## src/cp0_defines.svh

```systemverilog
`ifndef CP0_DEFINES_SVH
`define CP0_DEFINES_SVH

// CP0 register numbers
`define CP0_REG_COUNT    5'd9
`define CP0_REG_COMPARE  5'd11
`define CP0_REG_STATUS   5'd12
`define CP0_REG_CAUSE    5'd13
`define CP0_REG_EPC      5'd14
`define CP0_REG_PRID     5'd15
`define CP0_REG_CONFIG   5'd16

// reset and constant values
`define STATUS_RESET     32'h1000_0000    // CU0 set, interrupts off
`define CONFIG_VALUE     32'h0000_8000    // big endian, no MMU
`define PRID_VALUE       32'h004c_0102

// Cause.ExcCode values
`define EXC_INT          5'd0
`define EXC_SYS          5'd8
`define EXC_RI           5'd10
`define EXC_OV           5'd12

`define EXC_VECTOR       32'hbfc0_0380    // general exception entry, BEV=1

// Status bit positions
`define STATUS_IE        0
`define STATUS_EXL       1
`define STATUS_IM_LSB    8
`define STATUS_IM_MSB    15

// Cause bit positions
`define CAUSE_EXC_LSB    2
`define CAUSE_EXC_MSB    6
`define CAUSE_IP_LSB     8
`define CAUSE_IP_HW_LSB  10               // IP[7:2], hardware lines
`define CAUSE_IP_MSB     15
`define CAUSE_WP         22
`define CAUSE_IV         23

`endif

```

## src/cp0_pkg.sv

```systemverilog
`default_nettype none

package cp0_pkg;

    // plain vector types
    typedef logic [31:0] word_t;       // data word
    typedef logic [4:0]  cp0_addr_t;   // CP0 register number
    typedef logic [5:0]  hw_irq_t;     // external interrupt lines
    typedef logic [4:0]  exc_code_t;   // Cause.ExcCode

    // one mtc0 write, memory or write-back stage
    typedef struct packed {
        logic      we;
        cp0_addr_t addr;
        word_t     data;
    } cp0_wr_t;

    // memory-stage report toward the exception unit
    typedef struct packed {
        logic      valid;   // instruction present in mem stage
        logic      exc;     // synchronous exception flagged
        exc_code_t code;    // code for the flagged exception
        logic      eret;    // instruction is an eret
        word_t     pc;
    } exc_req_t;

    // register update ordered by the exception unit
    typedef struct packed {
        logic      take;    // save EPC, code, set EXL
        logic      eret;    // clear EXL
        exc_code_t code;
        word_t     epc;     // pc to save
    } exc_commit_t;

endpackage

`default_nettype wire

```

## src/cp0_irq_sync.sv

```systemverilog
`timescale 1ns/100ps
`default_nettype none

// brings the asynchronous interrupt lines into the clk domain
module cp0_irq_sync
    import cp0_pkg::*;
(
    input  wire logic    clk,
    input  wire logic    reset_i,
    input  wire hw_irq_t irq_i,      // raw, asynchronous
    output hw_irq_t      irq_o       // synchronized
);

    hw_irq_t irq_meta;               // first stage, may go metastable

    always_ff @(posedge clk) begin
        if (reset_i) begin
            irq_meta <= '0;
        end else begin
            irq_meta <= irq_i;
        end
    end

    // second stage settles the level before anyone looks at it
    always_ff @(posedge clk) begin
        if (reset_i) begin
            irq_o <= '0;
        end else begin
            irq_o <= irq_meta;
        end
    end

endmodule

`default_nettype wire

```

## src/cp0_regs.sv

```systemverilog
`timescale 1ns/100ps
`default_nettype none

`include "cp0_defines.svh"

module cp0_regs
    import cp0_pkg::*;
(
    input  wire logic        clk,
    input  wire logic        reset_i,
    input  wire cp0_wr_t     mem_wr_i,     // mtc0 in memory stage, forwarding only
    input  wire cp0_wr_t     wb_wr_i,      // mtc0 in write-back stage
    input  wire cp0_addr_t   raddr_i,
    input  wire hw_irq_t     irq_i,        // already synchronized
    input  wire exc_commit_t commit_i,
    output word_t            rdata_o,
    output word_t            status_o,
    output word_t            cause_o,
    output word_t            epc_o,
    output word_t            epc_fwd_o,
    output logic             timer_int_o
);

    word_t count_q;
    word_t compare_q;
    word_t status_q;
    word_t cause_q;
    word_t epc_q;
    word_t rd_mux;                         // stored value at raddr_i
    logic  timer_hit;

    assign timer_hit = (compare_q != '0) && (compare_q == count_q);

    // register updates
    always_ff @(posedge clk) begin
        if (reset_i) begin
            count_q     <= '0;
            compare_q   <= '0;
            status_q    <= `STATUS_RESET;
            cause_q     <= '0;
            epc_q       <= '0;
            timer_int_o <= 1'b0;
        end else begin
            count_q <= count_q + 32'd1;    // free running
            if (timer_hit) begin
                timer_int_o <= 1'b1;       // held until Compare written
            end

            // hardware IP bits, timer folded onto IP7
            cause_q[`CAUSE_IP_MSB:`CAUSE_IP_HW_LSB] <= {irq_i[5] | timer_int_o, irq_i[4:0]};

            if (wb_wr_i.we) begin
                case (wb_wr_i.addr)
                    `CP0_REG_COUNT: begin
                        count_q <= wb_wr_i.data;
                    end
                    `CP0_REG_COMPARE: begin
                        compare_q   <= wb_wr_i.data;
                        timer_int_o <= 1'b0;   // acknowledge
                    end
                    `CP0_REG_STATUS: begin
                        status_q <= wb_wr_i.data;
                    end
                    `CP0_REG_CAUSE: begin
                        // software IP, WP and IV only
                        cause_q[`CAUSE_IP_HW_LSB-1:`CAUSE_IP_LSB] <=
                            wb_wr_i.data[`CAUSE_IP_HW_LSB-1:`CAUSE_IP_LSB];
                        cause_q[`CAUSE_WP] <= wb_wr_i.data[`CAUSE_WP];
                        cause_q[`CAUSE_IV] <= wb_wr_i.data[`CAUSE_IV];
                    end
                    `CP0_REG_EPC: begin
                        epc_q <= wb_wr_i.data;
                    end
                    default: begin
                    end
                endcase
            end

            // exception commit comes last so it wins over the mtc0
            if (commit_i.take) begin
                epc_q                                   <= commit_i.epc;
                cause_q[`CAUSE_EXC_MSB:`CAUSE_EXC_LSB]  <= commit_i.code;
                status_q[`STATUS_EXL]                   <= 1'b1;
            end else if (commit_i.eret) begin
                status_q[`STATUS_EXL] <= 1'b0;
            end
        end
    end

    // stored value lookup
    always_comb begin
        case (raddr_i)
            `CP0_REG_COUNT:   rd_mux = count_q;
            `CP0_REG_COMPARE: rd_mux = compare_q;
            `CP0_REG_STATUS:  rd_mux = status_q;
            `CP0_REG_CAUSE:   rd_mux = cause_q;
            `CP0_REG_EPC:     rd_mux = epc_q;
            `CP0_REG_PRID:    rd_mux = `PRID_VALUE;
            `CP0_REG_CONFIG:  rd_mux = `CONFIG_VALUE;
            default:          rd_mux = '0;     // unknown register
        endcase
    end

    // registered read, younger write wins
    always_ff @(posedge clk) begin
        if (reset_i) begin
            rdata_o <= '0;
        end else if (mem_wr_i.we && (mem_wr_i.addr == raddr_i)) begin
            rdata_o <= mem_wr_i.data;
        end else if (wb_wr_i.we && (wb_wr_i.addr == raddr_i)) begin
            rdata_o <= wb_wr_i.data;       // not yet in the register
        end else begin
            rdata_o <= rd_mux;
        end
    end

    // eret right behind an mtc0 EPC must see the new value
    always_comb begin
        if (wb_wr_i.we && (wb_wr_i.addr == `CP0_REG_EPC)) begin
            epc_fwd_o = wb_wr_i.data;
        end else begin
            epc_fwd_o = epc_q;
        end
    end

    assign status_o = status_q;
    assign cause_o  = cause_q;
    assign epc_o    = epc_q;

endmodule

`default_nettype wire

```

## src/cp0_exception.sv

```systemverilog
`timescale 1ns/100ps
`default_nettype none

`include "cp0_defines.svh"

module cp0_exception
    import cp0_pkg::*;
(
    input  wire logic     clk,
    input  wire logic     reset_i,
    input  wire exc_req_t req_i,       // memory-stage report
    input  wire word_t    status_i,
    input  wire word_t    cause_i,
    input  wire word_t    epc_i,       // EPC with write-back bypass
    output exc_commit_t   commit_o,    // same cycle, to register file
    output logic          flush_o,
    output word_t         target_o
);

    logic [7:0] ip_masked;             // pending and enabled lines
    logic       exl;
    logic       int_pending;
    logic       exc_ok;
    word_t      next_target;

    assign exl       = status_i[`STATUS_EXL];
    assign ip_masked = cause_i[`CAUSE_IP_MSB:`CAUSE_IP_LSB] &
                       status_i[`STATUS_IM_MSB:`STATUS_IM_LSB];

    // interrupts need IE and no exception in progress
    assign int_pending = status_i[`STATUS_IE] && !exl && (|ip_masked);
    assign exc_ok      = req_i.exc && !exl;     // no nesting

    // decision, interrupt first, then exception, then eret
    always_comb begin
        commit_o      = '0;
        commit_o.epc  = req_i.pc;
        commit_o.code = `EXC_INT;
        if (req_i.valid) begin
            if (int_pending) begin
                commit_o.take = 1'b1;
            end else if (exc_ok) begin
                commit_o.take = 1'b1;
                commit_o.code = req_i.code;
            end else if (req_i.eret) begin
                commit_o.eret = 1'b1;
            end
        end
    end

    // eret returns through EPC, everything else to the vector
    assign next_target = commit_o.eret ? epc_i : `EXC_VECTOR;

    always_ff @(posedge clk) begin
        if (reset_i) begin
            flush_o  <= 1'b0;
            target_o <= '0;
        end else begin
            flush_o  <= commit_o.take | commit_o.eret;   // one cycle pulse
            target_o <= next_target;
        end
    end

endmodule

`default_nettype wire

```

## src/cp0_unit.sv

```systemverilog
`timescale 1ns/100ps
`default_nettype none

module cp0_unit
    import cp0_pkg::*;
(
    input  wire logic      clk,
    input  wire logic      reset_i,
    input  wire hw_irq_t   int_i,        // asynchronous lines
    input  wire cp0_wr_t   mem_wr_i,
    input  wire cp0_wr_t   wb_wr_i,
    input  wire cp0_addr_t raddr_i,
    input  wire exc_req_t  exc_req_i,
    output word_t          rdata_o,
    output logic           timer_int_o,
    output logic           flush_o,
    output word_t          target_o,
    output word_t          status_o,
    output word_t          cause_o,
    output word_t          epc_o
);

    hw_irq_t     irq_sync;
    word_t       status;
    word_t       cause;
    word_t       epc_fwd;
    exc_commit_t commit;

    cp0_irq_sync u_irq_sync (
        .clk     (clk),
        .reset_i (reset_i),
        .irq_i   (int_i),
        .irq_o   (irq_sync)
    );

    cp0_regs u_regs (
        .clk         (clk),
        .reset_i     (reset_i),
        .mem_wr_i    (mem_wr_i),
        .wb_wr_i     (wb_wr_i),
        .raddr_i     (raddr_i),
        .irq_i       (irq_sync),
        .commit_i    (commit),
        .rdata_o     (rdata_o),
        .status_o    (status),
        .cause_o     (cause),
        .epc_o       (epc_o),
        .epc_fwd_o   (epc_fwd),
        .timer_int_o (timer_int_o)
    );

    cp0_exception u_exception (
        .clk      (clk),
        .reset_i  (reset_i),
        .req_i    (exc_req_i),
        .status_i (status),
        .cause_i  (cause),
        .epc_i    (epc_fwd),
        .commit_o (commit),
        .flush_o  (flush_o),
        .target_o (target_o)
    );

    assign status_o = status;
    assign cause_o  = cause;

endmodule

`default_nettype wire

```

## config.mk

```make
export PLATFORM = sky130hd
export DESIGN_NAME = cp0_unit
export DESIGN_NICKNAME = d
export VERILOG_FILES = /design/src/cp0_pkg.sv /design/src/cp0_irq_sync.sv /design/src/cp0_regs.sv /design/src/cp0_exception.sv /design/src/cp0_unit.sv
export VERILOG_INCLUDE_DIRS = /design/src
export SDC_FILE = /design/constraint.sdc
export NUM_CORES = 1
export LEC_CHECK = 0
export BUFFER_PORTS_ARGS = -buffer_cell sky130_fd_sc_hd__buf_2
export CORE_MARGIN = 1.5
export CORE_UTILIZATION = 29
export CTS_CLUSTER_DIAMETER = 60
export DETAILED_ROUTE_END_ITERATION = 10
export HOLD_SLACK_MARGIN = 0.08
export PLACE_DENSITY_LB_ADDON = 0.1
export SYNTH_ARGS = -nofsm -noshare
export SYNTH_HDL_FRONTEND = slang
export SYNTH_SLANG_ARGS = --single-unit
export TNS_END_PERCENT = 50
```

## constraint.sdc

```tcl
create_clock -name clk -period 5.8 [get_ports clk]
set_clock_uncertainty 0.15 [all_clocks]
set_input_delay 1.16 -clock clk [delete_from_list [all_inputs] [get_ports clk]]
set_output_delay 1.16 -clock clk [all_outputs]
set_load 0.03 [all_outputs]
```

==> run_results.csv, run 1 <==
group,metric,value,unit
grt,first_global_vias,9650,
grt,grt_usage,23.32,%
min_path,hold_path_class,"flop to flop",
routing,via_per_inst,5.216,
routing,dr.pass1.iters,5,
logic_synthesis,yosysMostFrequentCell,"dfxtp_1",
cts,cts_tree,"done",
routing,drtIter0Drc,609,
cells_and_area,regArea,4424,um2
power_and_ir_drop,p_seq_share,40.8,%
run,maxCapViolations,0,
floorplanning,die_h,190,um
grt,overflow,0,
cts,ctsRootBufferMaster,"clkbuf_16",
place,hpwl,30720,um
power_and_ir_drop,ir_drop,229.1,uV
routing,antenna_left,0,
critical_path,crit_arrival,3.62,ns
place,dp.cells,1807,
cts,cts.clk_slew.worst_paths,0.06,ns
routing,routed_wl,42920,um
critical_path,critPathKind,"input pin to flop",
logic_synthesis,synth_edf_count,0,
logic_synthesis,async_flop_share,0,%
sta,worst_pin_slew,1.299,ns
power_and_ir_drop,p_int,2.901,mW
logic_synthesis,syn_area_per_cell,8.697,um2
outcome,run_status,"completed",
min_path,holdPathStages,2,
logic_synthesis,synth.yosys.seq_area_share,43.63,%
place,portBuffers,273,
cts,clk_latency,0.55,ns
sta,grt_setup_unrepaired,"no",
logic_synthesis,syn_inst,1166,
floorplanning,fp-row-count,68,
floorplanning,die_area,36100,um2
routing,route.vias.total,9707,
sta,hold_viol,0,
power_and_ir_drop,switching_share,26.19,%
logic_synthesis,synthDistinctLibCells,58,
sta,finalSetupViolCount,0,
cells_and_area,fin_cells,1861,
floorplanning,dieWidth,190,um
routing,drcViolationCount,0,
critical_path,r2r-end,"u_regs.count_q[17]",
logic_synthesis,synth_flop_cell,"dfxtp_1",
place,gp_congestion,0.8446,
floorplanning,core_area,34460,um2
min_path,min_to,"u_regs.cause_o[15]",
power_and_ir_drop,p_sw,1.029,mW
critical_path,cp-start-kind,"input pin",
grt,grt_pass1_wl,63500,um
sta,min_period_over_period,57.03,%
sta,slew_violations,0,
critical_path,end_kind,"flop",
power_and_ir_drop,total_leakage_power,4.974,nW
logic_synthesis,yosysTopAreaCell,"dfxtp_1",
grt,antenna_found_initial,5,
cells_and_area,drive_gt1_share,26.48,%
logic_synthesis,synth_area,10140,um2
cts,clk_path_buf_depth,3,
power_and_ir_drop,p_per_area,306.5,nW/um2
cts,hold_buffers,0,
logic_synthesis,ys_top_cells_by_area,"dfxtp_1 44%, mux2i_1 5.9%, a211oi_1 5.3%",
routing,wl_per_cell,23.06,um
critical_path,r2r_slack,2.58,ns
critical_path,timing.rr.start,"u_regs.count_q[12]",
cells_and_area,fin_nets,1513,
power_and_ir_drop,p_comb_share,10.1,%
cts,cts_made_buffers,29,
cells_and_area,area_growth,26.42,%
min_path,hold_start,"u_irq_sync.irq_o[5]",
power_and_ir_drop,clkPwrFrac,49.1,%
cells_and_area,fillers,3621,
cts,cts_setup_buffers,0,
critical_path,required,6.11,ns
logic_synthesis,synth_top_area_share,43.63,%
cts,post_cts_resized,0,
logic_synthesis,ys_ff_latch,221,
sta,fmax,302.3,MHz
logic_synthesis,yosysWarnings,0,
logic_synthesis,synthTopCellsByCount,"221 x dfxtp_1, 144 x nor2_1, 139 x nand2_1",
cells_and_area,multi_input_area,5273,um2
cts,h-tree-depth,1,
sta,relSlewSlack,13.43,%
critical_path,reg2reg_depth,5,
floorplanning,num_io_pins,291,
floorplanning,start_util,29.43,%
sta,finalCriticalPeriod,3.308,ns
critical_path,critPathMaxFanout,20,
grt,grt_max_degree,112,
cts,clock-sinks,221,
sta,setup_tns,0,ns
-- kinds of logic (layout without fill, tap and decap cells) --
family	after synthesis	in the layout	synth area share (%)
simple gates	424	424	19.83
xor+xnor	72	72	6.218
mux	67	67	6.700
other cells	1	18	0.03698
fa+ha+maj	1	1	0.1234
compound gates	256	256	17.99
flops	221	221	43.63
buf+inv	124	347	5.478
-- sequential cells by signal, indices dropped and copies added, names as in the netlist --
register / count
u_regs.epc_o: 32
u_regs.compare_q: 32
u_regs.count_q: 32
u_regs.status_o: 32
u_regs.timer_int_o: 1
u_regs.cause_o: 15
u_exception.flush_o: 1
u_exception.target_o: 32
u_irq_sync.irq_meta: 6
u_irq_sync.irq_o: 6
u_regs.rdata_o: 32
-- placed cells by master (no fill, tap or decap), types with 6 or more instances in the layout --
master | netlist | layout
a22o_1 | 7 | 7
nor4_1 | 14 | 14
mux2i_1 | 60 | 60
nor2_1 | 144 | 143
buf_2 | 18 | 272
a211oi_1 | 72 | 72
buf_4 | 18 | 17
nor4_2 | 7 | 7
xnor2_1 | 55 | 55
a22oi_1 | 7 | 7
nand3_1 | 11 | 10
nand2_1 | 139 | 139
a221oi_1 | 23 | 23
nand4_1 | 19 | 19
dfxtp_1 | 221 | 221
conb_1 | 1 | 17
mux2_2 | 7 | 7
clkbuf_16 | 0 | 29
a222oi_1 | 6 | 6
nor3_1 | 30 | 28
o2bb2ai_1 | 7 | 7
nor2b_1 | 21 | 21
clkbuf_8 | 0 | 6
a221o_1 | 20 | 20
xor2_1 | 17 | 17
a2bb2oi_1 | 7 | 7
a21oi_1 | 84 | 84
-- worst max path at each step --
stage,endpoint,from,slack (ns)
2_1_floorplan,u_regs.rdata_o[20],raddr_i[1],2.88
3_3_place_gp,u_regs.rdata_o[3],raddr_i[1],2.06
3_5_place_dp,u_regs.rdata_o[26],raddr_i[1],1.97
4_1_cts,u_regs.rdata_o[26],raddr_i[1],2.55
5_1_grt,u_regs.rdata_o[18],raddr_i[1],2.27
6_report,u_regs.rdata_o[26],raddr_i[1],2.49
-- layer usage --
layer	up-vias	wire, um	track usage [%]
met5	-	53	0
met4	8	1278	6.441
met3	85	3028	4.907
met2	389	19930	38.76
met1	4648	18630	30.40
li1	4577	-	-
-- cell type report --
cell class              count  share of cell area (%)
well taps                 455                   4.441
flip-flops and latches    221                   34.51
repair buffers            290                   11.70
inverters                   4                  0.1171
clock inverters            15                   1.688
multi-input cells         837                   41.13
diodes                      1                 0.01952
clock buffers              38                   6.393
-- critical path, stage by stage --
cell and delay, ns:
buf_2 0.48, xnor2_1 0.18, nand4_1 0.15, nor2_2 0.86
buf_4 0.39, a221oi_1 0.12, nor3_1 0.24
-- metrics by stage --
stage                     utilization [%]  power [mW]  hold WS (ns)  setup WS (ns)  cell area [um2]
after CTS                           37.20       3.969        0.2761          2.545            12820
after floorplan                         -       1.866        0.2614          2.885            10200
after global routing                37.20       4.069        0.3040          2.274            12820
after global placement              34.19       2.036        0.2681          2.065            11780
after detailed placement            34.19       2.035        0.2712          1.973            11780
final                               37.20       3.930        0.2741          2.492            12820
-- power by group through the flow --
stage	sequential, mW	clock (mW)	combinational [mW]
6_report	1.60	1.93	0.396
5_1_grt	1.61	2.04	0.424
4_1_cts	1.60	1.97	0.398
3_5_place_dp	1.64	0	0.397
3_3_place_gp	1.64	0	0.397
2_1_floorplan	1.69	0	0.177
Note: power is estimated with default switching activity, not from simulation.
==> run 2: changes to the inputs <==
==> constraint.sdc (replaced) <==
create_clock -name clk -period 3.35 [get_ports clk]
set_clock_uncertainty 0.15 [all_clocks]
set_input_delay 0.67 -clock clk [delete_from_list [all_inputs] [get_ports clk]]
set_output_delay 0.67 -clock clk [all_outputs]
set_load 0.03 [all_outputs]
==> run 2 against run 1 <==
Net effect: register-to-register slack got worse by 1.8 ns; first-iteration DRC count increased by 7.6%; hold slack got worse by 0.10 ns; wire length decreased by 1.5%; utilization increased by 0.28 points; sequential cell count unchanged; sequential share of layout area decreased by 0.25 points; sequential power increased by 74%; count of clock-buffer cells in the layout increased by 3; cell count increased by 0.81%; setup slack got worse by 1.7 ns; critical endpoint is now u_regs.count_q[28]; largest power group unchanged; highest routed layer unchanged.
==> run_results.csv, run 2 (synthesized netlist as in run 1, its figures left out) <==
group,metric,value,unit
critical_path,cp-start-kind,"flop",
grt,overflow,0,
cts,ctsRootBufferMaster,"clkbuf_16",
cts,clk_latency,0.56,ns
place,hpwl,30590,um
critical_path,startpoint,"u_regs.count_q[1]",
place,post_dp_cell_area,11970,um2
sta,worst_pin_slew,0.8525,ns
sta,grt_setup_unrepaired,"no",
sta,slew_violations,0,
floorplanning,die_h,190,um
cells_and_area,stdcell_area,12910,um2
sta,finalSetupViolCount,0,
cts,cts_setup_buffers,0,
routing,wl_per_cell,22.54,um
cts,cts_tree,"done",
floorplanning,dieWidth,190,um
min_path,hold_start,"int_i[4]",
cells_and_area,drive_gt1_share,27.02,%
power_and_ir_drop,p_per_area,509.1,nW/um2
power_and_ir_drop,total_leakage_power,5.045,nW
cells_and_area,layout_commonest_cell,"buf_2",
floorplanning,core_area,34460,um2
cts,h-tree-depth,1,
sta,setup_tns,0,ns
critical_path,timing.rr.start,"u_regs.count_q[1]",
floorplanning,num_io_pins,291,
grt,grt_pass1_wl,62770,um
grt,grt_max_degree,89,
min_path,min_to,"u_irq_sync.irq_meta[4]",
routing,routed_wl,42290,um
cts,post_cts_resized,0,
place,portBuffers,273,
critical_path,critPathKind,"flop to flop",
sta,hold-worst-slack,0.1720,ns
critical_path,required,3.66,ns
cells_and_area,fin_cells,1876,
critical_path,reg2reg_depth,6,
grt,grt_usage,23.08,%
floorplanning,die_area,36100,um2
critical_path,end_kind,"flop",
cells_and_area,area_growth,27.35,%
critical_path,critPathMaxFanout,6,
floorplanning,fp-row-count,68,
outcome,run_status,"completed",
run,maxCapViolations,0,
grt,first_global_vias,9658,
routing,antenna_left,0,
cts,hold_buffers,0,
sta,fmax,384.0,MHz
min_path,hold_path_class,"input pin to flop",
routing,via_per_inst,5.197,
cells_and_area,antenna-diode-count,0,
sta,finalCriticalPeriod,2.604,ns
place,gp_congestion,0.8660,
critical_path,crit_arrival,2.91,ns
cts,cts_made_buffers,29,
power_and_ir_drop,ir_drop,360.2,uV
routing,route.vias.total,9750,
critical_path,r2r-end,"u_regs.count_q[28]",
place,dp.cells,1825,
floorplanning,start_util,29.43,%
routing,drcViolationCount,0,
sta,min_period_over_period,77.73,%
critical_path,r2r_slack,0.75,ns
routing,drtIter0Drc,655,
cts,clk_path_buf_depth,3,
sta,hold_viol,0,
cts,clock-sinks,221,
min_path,holdPathStages,2,
sta,relSlewSlack,42.39,%
cts,cts.clk_slew.worst_paths,0.06,ns
cells_and_area,fin_nets,1531,
cells_and_area,final_cell_mix,"272 x buf_2, 221 x dfxtp_1, 143 x nor2_1",
grt,antenna_found_initial,1,
routing,dr.pass1.iters,5,
[run 2: cell count changes in the layout (fill, tap and decap cells not counted), sizes merged]
cell,previous run,this run
buf,290,308
bufinv,5,2
clkbuf,38,41
clkinvlp,5,3
diode,1,0
[run 2: stage by stage]
stage | setup WS, ns | power (mW) | utilization (%)
2_1_floorplan | 0.9247 | 3.230 | -
3_3_place_gp | 0.2965 | 3.537 | 34.72
3_5_place_dp | 0.3000 | 3.538 | 34.72
4_1_cts | 0.7512 | 6.645 | 37.48
5_1_grt | 0.5747 | 6.810 | 37.48
6_report | 0.7461 | 6.575 | 37.48
[run 2: routing by layer]
layer / GRT usage, % / up-vias / routed length (um)
met5: 0 / - / 13
met4: 6.807 / 2 / 1237
met3: 4.169 / 72 / 2809
met2: 38.17 / 380 / 19440
met1: 30.50 / 4694 / 18790
li1: - / 4602 / -
[run 2: area by class of cell]
class                           instances  area [um2]
Tap cell                              455       569.3
Fill cell                            3645       21540
Inverter                                4       15.01
Clock inverter                         10       118.9
Multi-Input combinational cell        837        5271
Clock buffer                           41       830.8
Sequential cell                       221        4424
Timing Repair Buffer                  308        1685
[run 2: worst max-delay path, stage by stage (launching register included)]
cell and delay [ns]:
dfxtp_1 0.47, ha_1 0.27, nand3_2 0.14, or4_1 0.75, nor4_2 0.38, xnor2_1 0.10
a211oi_1 0.24
[run 2: where the power goes]
group          switching, mW  internal, mW  leakage (nW)  total (mW)
clock                   1.23          1.87         0.456        3.10
sequential            0.0715          2.71          1.80        2.78
combinational          0.472         0.227          2.79       0.699
[run 2: worst max-delay path by stage]
stage | cells after the start | slack [ns] | endpoint
floorplan | 8 | 0.92 | u_regs.rdata_o[20]
global placement | 7 | 0.30 | u_regs.rdata_o[23]
detailed placement | 7 | 0.30 | u_regs.rdata_o[23]
CTS | 6 | 0.75 | u_regs.count_q[28]
global route | 6 | 0.57 | u_regs.count_q[28]
finish | 6 | 0.75 | u_regs.count_q[28]
==> run 3: changes to the inputs <==
==> constraint.sdc (replaced) <==
create_clock -name clk -period 2.4 [get_ports clk]
set_clock_uncertainty 0.15 [all_clocks]
set_input_delay 0.48 -clock clk [delete_from_list [all_inputs] [get_ports clk]]
set_output_delay 0.48 -clock clk [all_outputs]
set_load 0.03 [all_outputs]
==> run 3 against run 2 <==
Net effect: cell count grew 6.9%; hold slack got worse by 0.083 ns; setup slack got worse by 0.62 ns; clock power is 37% higher; cell area grew 9.6%; maximum frequency up 14%; critical path type unchanged; critical endpoint unchanged; largest power group unchanged.
==> run_results.csv, run 3 (synthesized netlist as in run 1, its figures left out) <==
group,metric,value,unit
place,post-place-ws,-0.1791,ns
cells_and_area,fin_nets,1660,
critical_path,crit_family,"simple AND/OR/NAND/NOR gates",
cells_and_area,final_cell_mix,"272 x buf_2, 221 x dfxtp_1, 143 x nor2_1",
cells_and_area,fin_cells,2005,
sta,worst_pin_slew,0.6602,ns
cells_and_area,utilization,41.08,%
routing,via_per_inst,5.094,
place,gp_congestion,0.9154,
min_path,hold_path_class,"input pin to flop",
power_and_ir_drop,p_per_area,653.5,nW/um2
cts,clock-sinks,221,
critical_path,cp-start-kind,"flop",
critical_path,cpPeakStageDelay,0.48,ns
cells_and_area,antenna-diode-count,0,
place,portBuffers,273,
grt,overflow,0,
sta,fin_ws,0.1257,ns
sta,min_period_over_period,94.76,%
critical_path,crit_end,"u_regs.count_q[28]",
cts,cts_tree,"done",
floorplanning,die_h,190,um
critical_path,required,2.70,ns
floorplanning,dieWidth,190,um
critical_path,path_cells,"ha_2 -> nand3_2 -> or4_1 -> buf_4 -> nor4_2 -> xnor2_1 -> a211oi_1",
critical_path,critPathKind,"flop to flop",
sta,finalCriticalPeriod,2.274,ns
cts,clk_path_buf_depth,3,
routing,drtIter0Drc,603,
power_and_ir_drop,total_leakage_power,5.651,nW
sta,setup_tns,0,ns
grt,grt_pass1_wl,63760,um
routing,antenna_left,0,
min_path,hold_start,"wb_wr_i[0]",
critical_path,path_buf_inv,1,
grt,grt_usage,23.43,%
floorplanning,fp-row-count,68,
routing,route.vias.total,10210,
grt,first_global_vias,9953,
critical_path,end_kind,"flop",
routing,dr.pass1.iters,5,
sta,hold-worst-slack,0.08890,ns
critical_path,timing.rr.start,"u_regs.count_q[1]",
grt,antenna_found_initial,1,
floorplanning,start_util,29.43,%
critical_path,crit_slowest_cell,"or4_1",
cells_and_area,drive_gt1_share,28.45,%
sta,fmax,439.7,MHz
place,dp.cells,1883,
cells_and_area,layout_commonest_cell,"buf_2",
min_path,holdPathStages,3,
outcome,run_status,"completed",
routing,drcViolationCount,0,
cts,clk_latency,0.55,ns
floorplanning,core_area,34460,um2
critical_path,r2r-end,"u_regs.count_q[28]",
cells_and_area,area_growth,39.59,%
cts,ctsRootBufferMaster,"clkbuf_16",
grt,grt_max_degree,77,
cts,h-tree-depth,1,
sta,slew_violations,0,
floorplanning,die_area,36100,um2
critical_path,reg2reg_depth,7,
cts,cts_made_buffers,28,
sta,relSlewSlack,55.39,%
sta,hold_viol,0,
critical_path,r2r_slack,0.13,ns
cts,cts.clk_slew.worst_paths,0.06,ns
floorplanning,num_io_pins,291,
routing,wl_per_cell,21.63,um
sta,grt_setup_unrepaired,"no",
routing,routed_wl,43370,um
run,maxCapViolations,0,
sta,finalSetupViolCount,0,
cells_and_area,fillers,3522,
power_and_ir_drop,ir_drop,506.3,uV
critical_path,critPathMaxFanout,6,
place,hpwl,31830,um
critical_path,startpoint,"u_regs.count_q[1]",
critical_path,crit_arrival,2.57,ns
critical_path,worst-path-stages,7,
run 3: changes by cell type in the layout (fill, tap and decap cells not counted):
cell,before,now
dlygate4sd3_1,0,72
buf_4,31,81
buf_12,4,12
clkinv_4,3,0
clkbuf_1,6,8
clkbuf_8,6,5
ha_1,1,0
ha_2,0,1
inv_6,0,1
nor4bb_1,3,2
nor4bb_2,0,1
run 3: area by class of cell:
type	instances	area, um2	share of cell area (%)
Multi-Input combinational cell	837	5280	37.30
Sequential cell	221	4424	31.25
Timing Repair Buffer	438	2942	20.78
Clock buffer	42	824.5	5.825
Tap cell	455	569.3	4.022
Clock inverter	8	101.3	0.7159
Inverter	4	15.01	0.1061
run 3: power breakdown:
group | switching, mW | leakage, nW | internal [mW]
registers | 0.0922 | 1.80 | 3.78
logic | 0.697 | 3.41 | 0.439
clock network | 1.67 | 0.444 | 2.57
run 3: through the flow:
stage / cell area [um2] / power [mW]
floorplan: 10200 / 4.508
global placement: 12500 / 4.994
detailed placement: 12500 / 4.994
CTS: 14150 / 9.354
global route: 14160 / 9.593
finish: 14160 / 9.251
run 3: worst min-delay path by stage:
stage / end / slack, ns
floorplan: u_regs.cause_o[15] / 0.26
global placement: u_regs.cause_o[15] / 0.27
detailed placement: u_regs.cause_o[10] / 0.27
CTS: u_regs.status_o[0] / 0.08
global route: u_regs.status_o[0] / 0.09
finish: u_regs.status_o[0] / 0.09
run 3: routing by layer:
| metal | vias up | routed length, um | GRT usage (%) |
|---|---|---|---|
| li1 | 4847 | - | - |
| met4 | 2 | 1271 | 7.173 |
| met3 | 66 | 2591 | 3.468 |
| met2 | 416 | 20310 | 39.04 |
| met5 | - | 13 | 0 |
| met1 | 4882 | 19190 | 31.13 |
run 3: worst register-to-register path, cell delays in order, from the launching register on:
cell	delay, ns
dfxtp_1	0.34
ha_2	0.24
nand3_2	0.09
or4_1	0.48
buf_4	0.19
nor4_2	0.32
xnor2_1	0.12
a211oi_1	0.24
run 3: timing repair:
item / CTS / global route
endpoints found under the setup margin: 0 / 6
gates resized for setup: 0 / 2
setup buffers: 0 / 0
hold buffers: 72 / 0
endpoints found under the hold margin: 78 / 0
